[src/verilog/gpuDrawPkg.sv]
// Shared definitions for the 2D pixel-writing engine
// Frame geometry, field widths, queue depth, fill pacing and the fill FSM states

package gpuDrawPkg;

    // ************************************************************
    // Frame geometry
    // ************************************************************
    localparam int hDisp = 1024;          // Pixels per line
    localparam int vDisp = 600;           // Lines per frame

    // ************************************************************
    // Field widths
    // ************************************************************
    localparam int coordWidth = 16;       // X and y coordinates
    localparam int addrWidth  = 32;       // Linear pixel address
    localparam int colorWidth = 24;       // RGB888 pixel
    localparam int lenWidth   = 24;       // Run length of one fill

    // ************************************************************
    // Queue depth and pacing
    // ************************************************************
    localparam int plotDepth = 4;         // Entries in the plot queue
    localparam int fillPace  = 2;         // Cycles between two fill strobes

    // States of the span fill unit
    typedef enum logic [2:0] {
        Idle,                             // Waiting for a start pulse
        Load,                             // Start address is computed
        Write,                            // One pixel strobe
        Gap,                              // Spacing between strobes
        Finish                            // Done pulse
    } fillState;

endpackage

[src/verilog/memWriteIf.sv]
// Write port of one pixel producer
// Strobe, address and colour toward the arbiter, hold level back

interface memWriteIf;

    logic                             we;      // One pixel write this cycle
    logic [gpuDrawPkg::addrWidth-1:0] addr;    // Valid while we is high
    logic [gpuDrawPkg::colorWidth-1:0] data;   // Valid while we is high
    logic                             hold;    // Source keeps we low and its entry

    modport source (
        output we,
        output addr,
        output data,
        input  hold
    );

    modport sink (
        input  we,
        input  addr,
        input  data,
        output hold
    );

endinterface

[src/verilog/spanFillUnit.sv]
// Span fill unit
// Writes one colour to a horizontal run of pixels, one strobe every fillPace cycles

module spanFillUnit (
    input  logic                              clk,
    input  logic                              rst_n,
    input  logic                              start,
    input  logic [gpuDrawPkg::coordWidth-1:0] startX,
    input  logic [gpuDrawPkg::coordWidth-1:0] startY,
    input  logic [gpuDrawPkg::colorWidth-1:0] fillColor,
    input  logic [gpuDrawPkg::lenWidth-1:0]   fillLen,
    output logic                              busy,
    output logic                              done,
    memWriteIf.source                         wr
);

    gpuDrawPkg::fillState                    state;
    logic [gpuDrawPkg::coordWidth-1:0]       xReg;
    logic [gpuDrawPkg::coordWidth-1:0]       yReg;
    logic [gpuDrawPkg::colorWidth-1:0]       colorReg;
    logic [gpuDrawPkg::lenWidth-1:0]         lenReg;
    logic [gpuDrawPkg::addrWidth-1:0]        addrReg;
    logic [gpuDrawPkg::lenWidth-1:0]         pixCnt;   // Strobes made so far
    logic [$clog2(gpuDrawPkg::fillPace)-1:0] paceCnt;  // Cycles spent in Gap

    // ************************************************************
    // Control FSM
    // ************************************************************
    always_ff @(posedge clk or negedge rst_n) begin
        if (!rst_n) begin
            state   <= gpuDrawPkg::Idle;
            pixCnt  <= '0;
            paceCnt <= '0;
        end else begin
            case (state)
                gpuDrawPkg::Idle: begin
                    if (start) begin
                        state  <= gpuDrawPkg::Load;
                        pixCnt <= '0;
                    end
                end
                gpuDrawPkg::Load: begin
                    paceCnt <= '0;
                    state   <= (lenReg == '0) ? gpuDrawPkg::Finish : gpuDrawPkg::Write;
                end
                gpuDrawPkg::Write: begin
                    pixCnt <= pixCnt + 1'b1;
                    if (pixCnt == lenReg - 1'b1) begin
                        state <= gpuDrawPkg::Finish;   // Last pixel of the run
                    end else begin
                        state <= gpuDrawPkg::Gap;
                    end
                end
                gpuDrawPkg::Gap: begin
                    if (paceCnt == gpuDrawPkg::fillPace - 2) begin
                        paceCnt <= '0;
                        state   <= gpuDrawPkg::Write;
                    end else begin
                        paceCnt <= paceCnt + 1'b1;
                    end
                end
                gpuDrawPkg::Finish: begin
                    state <= gpuDrawPkg::Idle;
                end
                default: begin
                    state <= gpuDrawPkg::Idle;
                end
            endcase
        end
    end

    // ************************************************************
    // Command and address registers
    // ************************************************************
    always_ff @(posedge clk) begin
        if (state == gpuDrawPkg::Idle && start) begin
            xReg     <= startX;
            yReg     <= startY;
            colorReg <= fillColor;
            lenReg   <= fillLen;
        end
        if (state == gpuDrawPkg::Load) begin
            addrReg <= xReg + yReg * gpuDrawPkg::hDisp;       // Start of the run
        end else if (state == gpuDrawPkg::Write) begin
            addrReg <= addrReg + 1'b1;
        end
    end

    assign busy    = (state == gpuDrawPkg::Load) || (state == gpuDrawPkg::Write) ||
                     (state == gpuDrawPkg::Gap);
    assign done    = (state == gpuDrawPkg::Finish);
    assign wr.we   = (state == gpuDrawPkg::Write);
    assign wr.addr = addrReg;
    assign wr.data = colorReg;

endmodule

[src/verilog/pixelPlotQueue.sv]
// Pixel plot queue
// Buffers single-pixel writes and drains them whenever the arbiter does not hold it

module pixelPlotQueue (
    input  logic                              clk,
    input  logic                              rst_n,
    input  logic                              plotValid,
    input  logic [gpuDrawPkg::coordWidth-1:0] plotX,
    input  logic [gpuDrawPkg::coordWidth-1:0] plotY,
    input  logic [gpuDrawPkg::colorWidth-1:0] plotColor,
    output logic                              full,
    memWriteIf.source                         wr
);

    logic [gpuDrawPkg::addrWidth-1:0]           addrMem  [gpuDrawPkg::plotDepth];
    logic [gpuDrawPkg::colorWidth-1:0]          colorMem [gpuDrawPkg::plotDepth];
    logic [$clog2(gpuDrawPkg::plotDepth)-1:0]   wrPtr;
    logic [$clog2(gpuDrawPkg::plotDepth)-1:0]   rdPtr;
    logic [$clog2(gpuDrawPkg::plotDepth+1)-1:0] count;
    logic                                       empty;
    logic                                       push;
    logic                                       pop;

    assign full  = (count == gpuDrawPkg::plotDepth);
    assign empty = (count == '0);
    assign push  = plotValid && !full;       // A strobe while full is dropped
    assign pop   = !empty && !wr.hold;

    // ************************************************************
    // Pointers and fill level
    // ************************************************************
    always_ff @(posedge clk or negedge rst_n) begin
        if (!rst_n) begin
            wrPtr <= '0;
            rdPtr <= '0;
            count <= '0;
        end else begin
            if (push) begin
                wrPtr <= (wrPtr == gpuDrawPkg::plotDepth - 1) ? '0 : wrPtr + 1'b1;
            end
            if (pop) begin
                rdPtr <= (rdPtr == gpuDrawPkg::plotDepth - 1) ? '0 : rdPtr + 1'b1;
            end
            if (push && !pop) begin
                count <= count + 1'b1;
            end else if (pop && !push) begin
                count <= count - 1'b1;
            end
        end
    end

    // Address is formed once on push
    always_ff @(posedge clk) begin
        if (push) begin
            addrMem[wrPtr]  <= plotX + plotY * gpuDrawPkg::hDisp;
            colorMem[wrPtr] <= plotColor;
        end
    end

    assign wr.we   = pop;                    // Head leaves in the cycle it is shown
    assign wr.addr = addrMem[rdPtr];
    assign wr.data = colorMem[rdPtr];

endmodule

[src/verilog/writeArbiter.sv]
// Write arbiter
// Fill writes win, plot writes take the free cycles, result is registered

module writeArbiter (
    input  logic                              clk,
    input  logic                              rst_n,
    memWriteIf.sink                           fillWr,
    memWriteIf.sink                           plotWr,
    output logic                              memWe,
    output logic [gpuDrawPkg::addrWidth-1:0]  memAddr,
    output logic [gpuDrawPkg::colorWidth-1:0] memData
);

    assign fillWr.hold = 1'b0;               // Fill always wins
    assign plotWr.hold = fillWr.we;

    always_ff @(posedge clk or negedge rst_n) begin
        if (!rst_n) begin
            memWe <= 1'b0;
        end else begin
            memWe <= fillWr.we || plotWr.we;
        end
    end

    // ************************************************************
    // Memory write payload
    // ************************************************************
    always_ff @(posedge clk) begin
        if (fillWr.we) begin
            memAddr <= fillWr.addr;
            memData <= fillWr.data;
        end else begin
            memAddr <= plotWr.addr;
            memData <= plotWr.data;
        end
    end

endmodule

[src/verilog/gpuDrawTop.sv]
// Pixel-writing engine top level
// Span fill unit and plot queue merged into one memory write stream

module gpuDrawTop (
    input  logic                              clk,
    input  logic                              rst_n,
    input  logic                              start,
    input  logic [gpuDrawPkg::coordWidth-1:0] startX,
    input  logic [gpuDrawPkg::coordWidth-1:0] startY,
    input  logic [gpuDrawPkg::colorWidth-1:0] fillColor,
    input  logic [gpuDrawPkg::lenWidth-1:0]   fillLen,
    input  logic                              plotValid,
    input  logic [gpuDrawPkg::coordWidth-1:0] plotX,
    input  logic [gpuDrawPkg::coordWidth-1:0] plotY,
    input  logic [gpuDrawPkg::colorWidth-1:0] plotColor,
    output logic                              fillBusy,
    output logic                              fillDone,
    output logic                              plotFull,
    output logic                              memWe,
    output logic [gpuDrawPkg::addrWidth-1:0]  memAddr,
    output logic [gpuDrawPkg::colorWidth-1:0] memData
);

    memWriteIf fillWr ();                    // Fill unit to arbiter
    memWriteIf plotWr ();                    // Plot queue to arbiter

    spanFillUnit fillUnit_i (
        .clk       (clk),
        .rst_n     (rst_n),
        .start     (start),
        .startX    (startX),
        .startY    (startY),
        .fillColor (fillColor),
        .fillLen   (fillLen),
        .busy      (fillBusy),
        .done      (fillDone),
        .wr        (fillWr.source)
    );

    pixelPlotQueue plotQueue_i (
        .clk       (clk),
        .rst_n     (rst_n),
        .plotValid (plotValid),
        .plotX     (plotX),
        .plotY     (plotY),
        .plotColor (plotColor),
        .full      (plotFull),
        .wr        (plotWr.source)
    );

    writeArbiter arbiter_i (
        .clk     (clk),
        .rst_n   (rst_n),
        .fillWr  (fillWr.sink),
        .plotWr  (plotWr.sink),
        .memWe   (memWe),
        .memAddr (memAddr),
        .memData (memData)
    );

endmodule

[config.mk]
export PLATFORM = sky130hd
export DESIGN_NAME = gpuDrawTop
export DESIGN_NICKNAME = d
export VERILOG_FILES = /design/src/verilog/gpuDrawPkg.sv /design/src/verilog/memWriteIf.sv /design/src/verilog/spanFillUnit.sv /design/src/verilog/pixelPlotQueue.sv /design/src/verilog/writeArbiter.sv /design/src/verilog/gpuDrawTop.sv
export SDC_FILE = /design/constraint.sdc
export NUM_CORES = 1
export LEC_CHECK = 0
export ABC_AREA = 1
export BUFFER_PORTS_ARGS = -buffer_cell sky130_fd_sc_hd__buf_2
export CELL_PAD_IN_SITES_DETAIL_PLACEMENT = 2
export CELL_PAD_IN_SITES_GLOBAL_PLACEMENT = 2
export CORE_ASPECT_RATIO = 1.2
export CORE_MARGIN = 5
export CORE_UTILIZATION = 40
export DETAILED_ROUTE_END_ITERATION = 7
export GPL_TIMING_DRIVEN = 0
export HOLD_SLACK_MARGIN = 0.05
export PLACE_DENSITY = 0.81
export REMOVE_ABC_BUFFERS = 1
export SYNTH_ARGS = -nofsm -noshare
export SYNTH_HDL_FRONTEND = slang
export SYNTH_HIERARCHICAL = 1
export SYNTH_SLANG_ARGS = --single-unit
[constraint.sdc]
create_clock -name clk -period 7.7 [get_ports clk]
set_input_delay 1.155 -clock clk [delete_from_list [all_inputs] [get_ports clk]]
set_output_delay 1.155 -clock clk [all_outputs]
set_load 0.005 [all_outputs]
==> summary.txt, run 1 <==
Pwr
  • Combinational share of power: 0.330
  • Switch Pwr: approximately 3.2 mW
  • Seq pwr share: 0.404
  • PwrDens: 394 nW/um^2
  • Leakage Power: around 8.7 nW
  • Worst VDD drop: ~0.18 mV
  • Internal power: 5.40 mW
  • Switching Share: 0.374
  • Clock network power share: 0.266

STA
  • Final WS setup: between 4 and 5 ns
  • Final TNS setup: 0 ns
  • Clock skew: 0.0228 ns
  • Achievable Freq: roughly 300 MHz
  • Slew @ Worst Pin: 1.28 ns
  • Fin crit period: approximately 3.3 ns
  • Slew headroom: 0.143
  • Final worst-path cycle share: 0.432
  • Hold WS: roughly 0.45 ns
  • Final Hold Vio Count: 0
  • Pins Over Slew Limit: 0
  • Final Setup Violations: 0
  • RSZ-0062 raised after global routing: false

Routing
  • DRC Markers: 0
  • DRT Pass-1 Iters: 4
  • Post-route ant nets: 0
  • DR vias: ~14,000
  • Via-per-instance ratio: 5.23
  • Drt total wl: 59,300 um
  • Wirelength per Cell: 22.9 um
  • Initial DRC count: between 500 and 600

Floorplan
  • Core area: about 46,000 sq um
  • I/O pin total: 200
  • Die ar.: between 50,000 and 60,000 sq um
  • Die width: around 200 um
  • Die Height: ~250 um
  • Initial core utilization: 0.403
  • Cell Rows: 86

Place
  • Dpl hpwl: between 40,000 and 50,000 um
  • Placer congestion estimate: 0.830
  • Post-Place Setup Slack: 4.34 ns
  • DP Area: approximately 20,000 sq um
  • Port Buffer Count: 199

Cells and area
  • Area Overhead vs Synth: 18.6%
  • Most common cell after layout, fill and taps aside: nand2_1
  • Design Area, Final: about 22,000 sq um
  • Nets: between 2,000 and 2,500
  • Layout cells sized above 1: 0.209
  • Commonest non-fill, non-tap cells in the layout: nand2_1 (413), edfxtp_1 (316), buf_2 (199), nor2_1 (162), inv_1 (126)
  • Finished Core Util: 0.477

Global routing
  • Total track usage: 0.234
  • First-pass GRT wire length: 90,700 um
  • Largest net degree at the start of global routing: approximately 100
  • Congestion Overflow GR: 0
  • Initial antenna violation count: 13
  • Number of global-route vias before repair: between 15,000 and 20,000

Logic synthesis
  • YS warnings: 6
  • Mapped Area: approximately 18,000 sq um
  • Syn Area/Cell: 10.7 sq um
  • Synth Instances: around 1,700

Clock network
  • Clock root cell: clkbuf_16
  • Clock latency on the worst-skew pair: 0.59 ns
  • # hold bufs at CTS: 0
  • Deepest clock path buffer count: 3
  • H-tree Lvls: 2
  • Sink Count: a little over 400
  • PostCTS Resize Cnt: 0
  • Post-CTS Setup Repair Bufs: 0
  • CTS tree: done
  • Clk pin slew, worst setup/hold paths: roughly 0.060 ns
  • CTS Buf Count: 46

Setup path
  • Worst path cell trace: nor3_2 > buf_6 > buf_6 > inv_1 > nand2_2
  • Worst path buffer plus inverter count: 3
  • CP Max Fanout: 32
  • CP most frequent cell: buf_6
  • WP data required: 7.91 ns
  • WS Path Type: reg2reg
  • Worst reg-to-reg path cell count: 5
  • Worst path depth: 5
  • Critical path launch point type: flop
  • Max incr delay on CP: between 0.8 and 0.9 ns
  • Slowest cell on the critical path: nand2_2
  • Critical path arrival: about 3.5 ns
  • Kind of end point of the critical path: flop
  • Delay-heaviest family, CP: simple AND/OR/NAND/NOR gates

Min path
  • Hold Path Cell Cnt: 2
  • Hold Crit Class: reg2reg

Outcome
  • Status: finished, final reports clean

Run
  • MaxCap Viol Count: 0
-- flip-flops by register name, summed over array words and instances (netlist names) --
name / count
fillUnit_i/pixCnt: 24
fillUnit_i/lenReg: 24
fillUnit_i/state: 3
plotQueue_i/rdPtr: 2
plotQueue_i/wrPtr: 2
arbiter_i/memWe: 1
fillUnit_i/yReg: 16
fillUnit_i/wr.data: 24
arbiter_i/memAddr: 32
plotQueue_i/colorMem: 96
fillUnit_i/xReg: 16
plotQueue_i/count: 3
plotQueue_i/addrMem: 108
arbiter_i/memData: 24
fillUnit_i/wr.addr: 32
-- per-stage QoR --
step	total power [mW]	cells
floorplan	5.03	1669
global placement	6.01	2484
detailed placement	6.36	2500
CTS	8.74	2586
global route	9.13	2589
finish	8.63	2591
-- tightest hold or removal path, delay by kind of cell (launching register included) --
| kind | cells | cell delay, ns |
|---|---|---|
| AND/OR/NAND/NOR | 2 | 0.10 |
| flip-flops | 1 | 0.32 |
-- final cells by class --
type,count,area [sq um]
tap,616,771
antenna,5,12.5
multi-input combinational,1123,6100
clock inverter,21,264
fill,4756,24000
sequential,407,11500
clock buffer,65,1330
timing repair buffer,215,1380
inverter,139,531
-- worst paths after layout --
check	slack, ns	start	to
max	4.37	fillUnit_i/state[2]	fillUnit_i/wr.addr[2]
min	0.45	fillUnit_i/wr.data[11]	arbiter_i/memData[11]
max reg2reg	4.37	fillUnit_i/state[2]	fillUnit_i/wr.addr[2]
min reg2reg	0.45	fillUnit_i/wr.data[11]	arbiter_i/memData[11]
max in group asynchronous	6.33	rst_n	plotQueue_i/rdPtr[0]
min in group asynchronous	0.68	rst_n	fillUnit_i/state[2]
-- power groups by stage --
stage                     registers (mW)  clock network, mW  logic [mW]
final                               3.49               2.29        2.85
after detailed placement            3.52                  0        2.84
after global routing                3.55               2.45        3.13
after floorplan                     3.46                  0        1.57
after CTS                           3.49               2.35        2.90
after global placement              3.59                  0        2.42
-- metal layers --
metal / share of wire / vias to the layer above / global-route usage
li1: - / 6291 / -
met1: 0.38 / 6833 / 0.262
met2: 0.54 / 286 / 0.441
met3: 0.043 / 118 / 0.0443
met4: 0.035 / 18 / 0.0783
met5: 0.0021 / - / 0
Note: power is estimated with default switching activity, not from simulation.
==> run 2, diff against run 1 <==
CORE_UTILIZATION = 39   (was 40)
PLACE_DENSITY = 0.8   (was 0.81)
clock period = 3.43 ns   (was 7.7 ns; I/O delays follow)
==> summary.txt, run 2 (synthesis results as in run 1) <==
Cells and area
  • Commonest non-fill, non-tap cells in the layout: nand2_1 (413), edfxtp_1 (316), buf_2 (199), nor2_1 (162), inv_1 (126)
  • Finished Core Util: 0.462
  • Area Overhead vs Synth: 17.5%
  • Top flop regs: plotQueue_i/addrMem x108, plotQueue_i/colorMem x96
  • Most common cell after layout, fill and taps aside: nand2_1
  • Largest reg by FF count: plotQueue_i/addrMem
  • Design Area, Final: between 20,000 and 25,000 sq um
  • Layout cells sized above 1: 0.207
  • Number of flip-flops in the largest register: between 100 and 150
  • Nets: roughly 2,100

Routing
  • Post-route ant nets: 0
  • DRC Markers: 0
  • DR vias: between 10,000 and 15,000
  • Via-per-instance ratio: 5.18
  • Initial DRC count: between 400 and 500
  • Wirelength per Cell: between 20 and 25 um
  • DRT Pass-1 Iters: 5
  • Drt total wl: 56,600 um

Clock network
  • CTS Buf Count: 45
  • Post-CTS Setup Repair Bufs: 0
  • Deepest clock path buffer count: 3
  • Clock root cell: clkbuf_16
  • Clock latency on the worst-skew pair: around 0.58 ns
  • CTS tree: done
  • PostCTS Resize Cnt: 0
  • Clk pin slew, worst setup/hold paths: ~0.060 ns
  • Sink Count: around 410
  • # hold bufs at CTS: 0
  • H-tree Lvls: 2

Setup path
  • Worst path cell trace: inv_1 > nor3_2 > buf_6 > inv_1 > nand2_2
  • Max incr delay on CP: just over 0.8 ns
  • WS Path Type: reg2reg
  • CP Launch Point: fillUnit_i/state[0]
  • CP most frequent cell: inv_1
  • CP Max Fanout: 32
  • Critical path arrival: about 3.4 ns
  • Critical path launch point type: flop
  • Kind of end point of the critical path: flop
  • WP data required: between 3 and 4 ns
  • Reg2Reg Launch Point: fillUnit_i/state[0]
  • Slowest cell on the critical path: nor3_2

Place
  • DP Area: roughly 20,000 sq um
  • Port Buffer Count: around 200
  • Dpl hpwl: 39,900 um
  • Post-Place Setup Slack: ~0.29 ns
  • Placer congestion estimate: roughly 0.8

Floorplan
  • Cell Rows: 87
  • Initial core utilization: 0.393
  • Die width: around 210 um
  • Die ar.: about 52,000 sq um
  • Core area: 46,900 sq um
  • I/O pin total: 200
  • Die Height: 248 um

Pwr
  • Worst VDD drop: about 0.4 mV
  • Leakage Power: between 8 and 9 nW
  • PwrDens: between 800 and 900 nW/um^2

Global routing
  • Total track usage: 0.216
  • First-pass GRT wire length: between 80,000 and 90,000 um
  • Largest net degree at the start of global routing: roughly 100
  • Initial antenna violation count: 9
  • Congestion Overflow GR: 0
  • Number of global-route vias before repair: ~15,000

STA
  • RSZ-0062 raised after global routing: false
  • Clock skew: 0.0169 ns
  • Fin crit period: between 3 and 4 ns
  • Final Setup Violations: 0
  • Final WS setup: 0.232 ns
  • Pins Over Slew Limit: 0
  • Achievable Freq: 313 MHz
  • Final worst-path cycle share: 0.932
  • Slew @ Worst Pin: 1.28 ns
  • Final Hold Vio Count: 0
  • Slew headroom: 0.142

Min path
  • Hold Crit Class: in2async

Run
  • MaxCap Viol Count: 0

Outcome
  • Status: finished, final reports clean
## run 2: cell types whose count changed in the layout (fill, tap and decap cells not counted), sizes merged
cell / previous run / this run
buf: 215 / 217
clkinvlp: 3 / 5
inv: 138 / 139
clkbuf: 65 / 56
diode: 5 / 4
bufinv: 5 / 1
clkinv: 14 / 22
## run 2: power by group
group	internal, mW	switching, mW	leakage (nW)
clock	2.55	2.02	0.669
combinational	2.11	4.19	4.09
sequential	6.94	0.879	3.85
total	11.6	7.09	8.62
## run 2: routing by layer
layer	global-route usage	share of wire	vias up
met3	0.0367	0.036	95
met1	0.244	0.39	6842
met2	0.422	0.55	220
met5	0	0.0016	-
li1	-	-	6292
met4	0.0576	0.024	10
## run 2: worst max-delay path, delay by kind of cell, from the launching register on
| family | cells | cell delay, ns |
|---|---|---|
| DFF | 1 | 0.46 |
| buffers and inverters | 3 | 0.69 |
| and+or+nand+nor | 2 | 1.63 |
## run 2: metrics by stage
stage          TNS (ns)  instances  hold WS (ns)  power, mW
6_report              0       2597        0.0482       18.7
5_1_grt               0       2596        0.0750       19.8
4_1_cts               0       2593        0.0556       19.0
3_5_place_dp          0       2509         0.443       14.2
3_3_place_gp    -930.95       2491         0.424       13.5
2_1_floorplan    -63.70       1669         0.219       11.3
## run 2: final timing paths
check / endpoint / slack [ns] / cells after the start
max: fillUnit_i/wr.addr[1] / 0.23 / 5
min: fillUnit_i/pixCnt[23] / 0.05 / 1
max reg2reg: fillUnit_i/wr.addr[1] / 0.23 / 5
min reg2reg: arbiter_i/memData[13] / 0.45 / 2
max in group asynchronous: plotQueue_i/rdPtr[0] / 2.68 / 1
min in group clk: fillUnit_i/yReg[2] / 0.11 / 1
## run 2: cell type report
cell class / instances / area, sq um
Timing Repair Buffer: 217 / 1380
Tap cell: 623 / 779
Clock buffer: 56 / 1190
Sequential cell: 407 / 11500
Inverter: 139 / 531
Multi-Input combinational cell: 1123 / 6100
Fill cell: 4883 / 25200
Antenna cell: 4 / 10.0
Clock inverter: 28 / 201
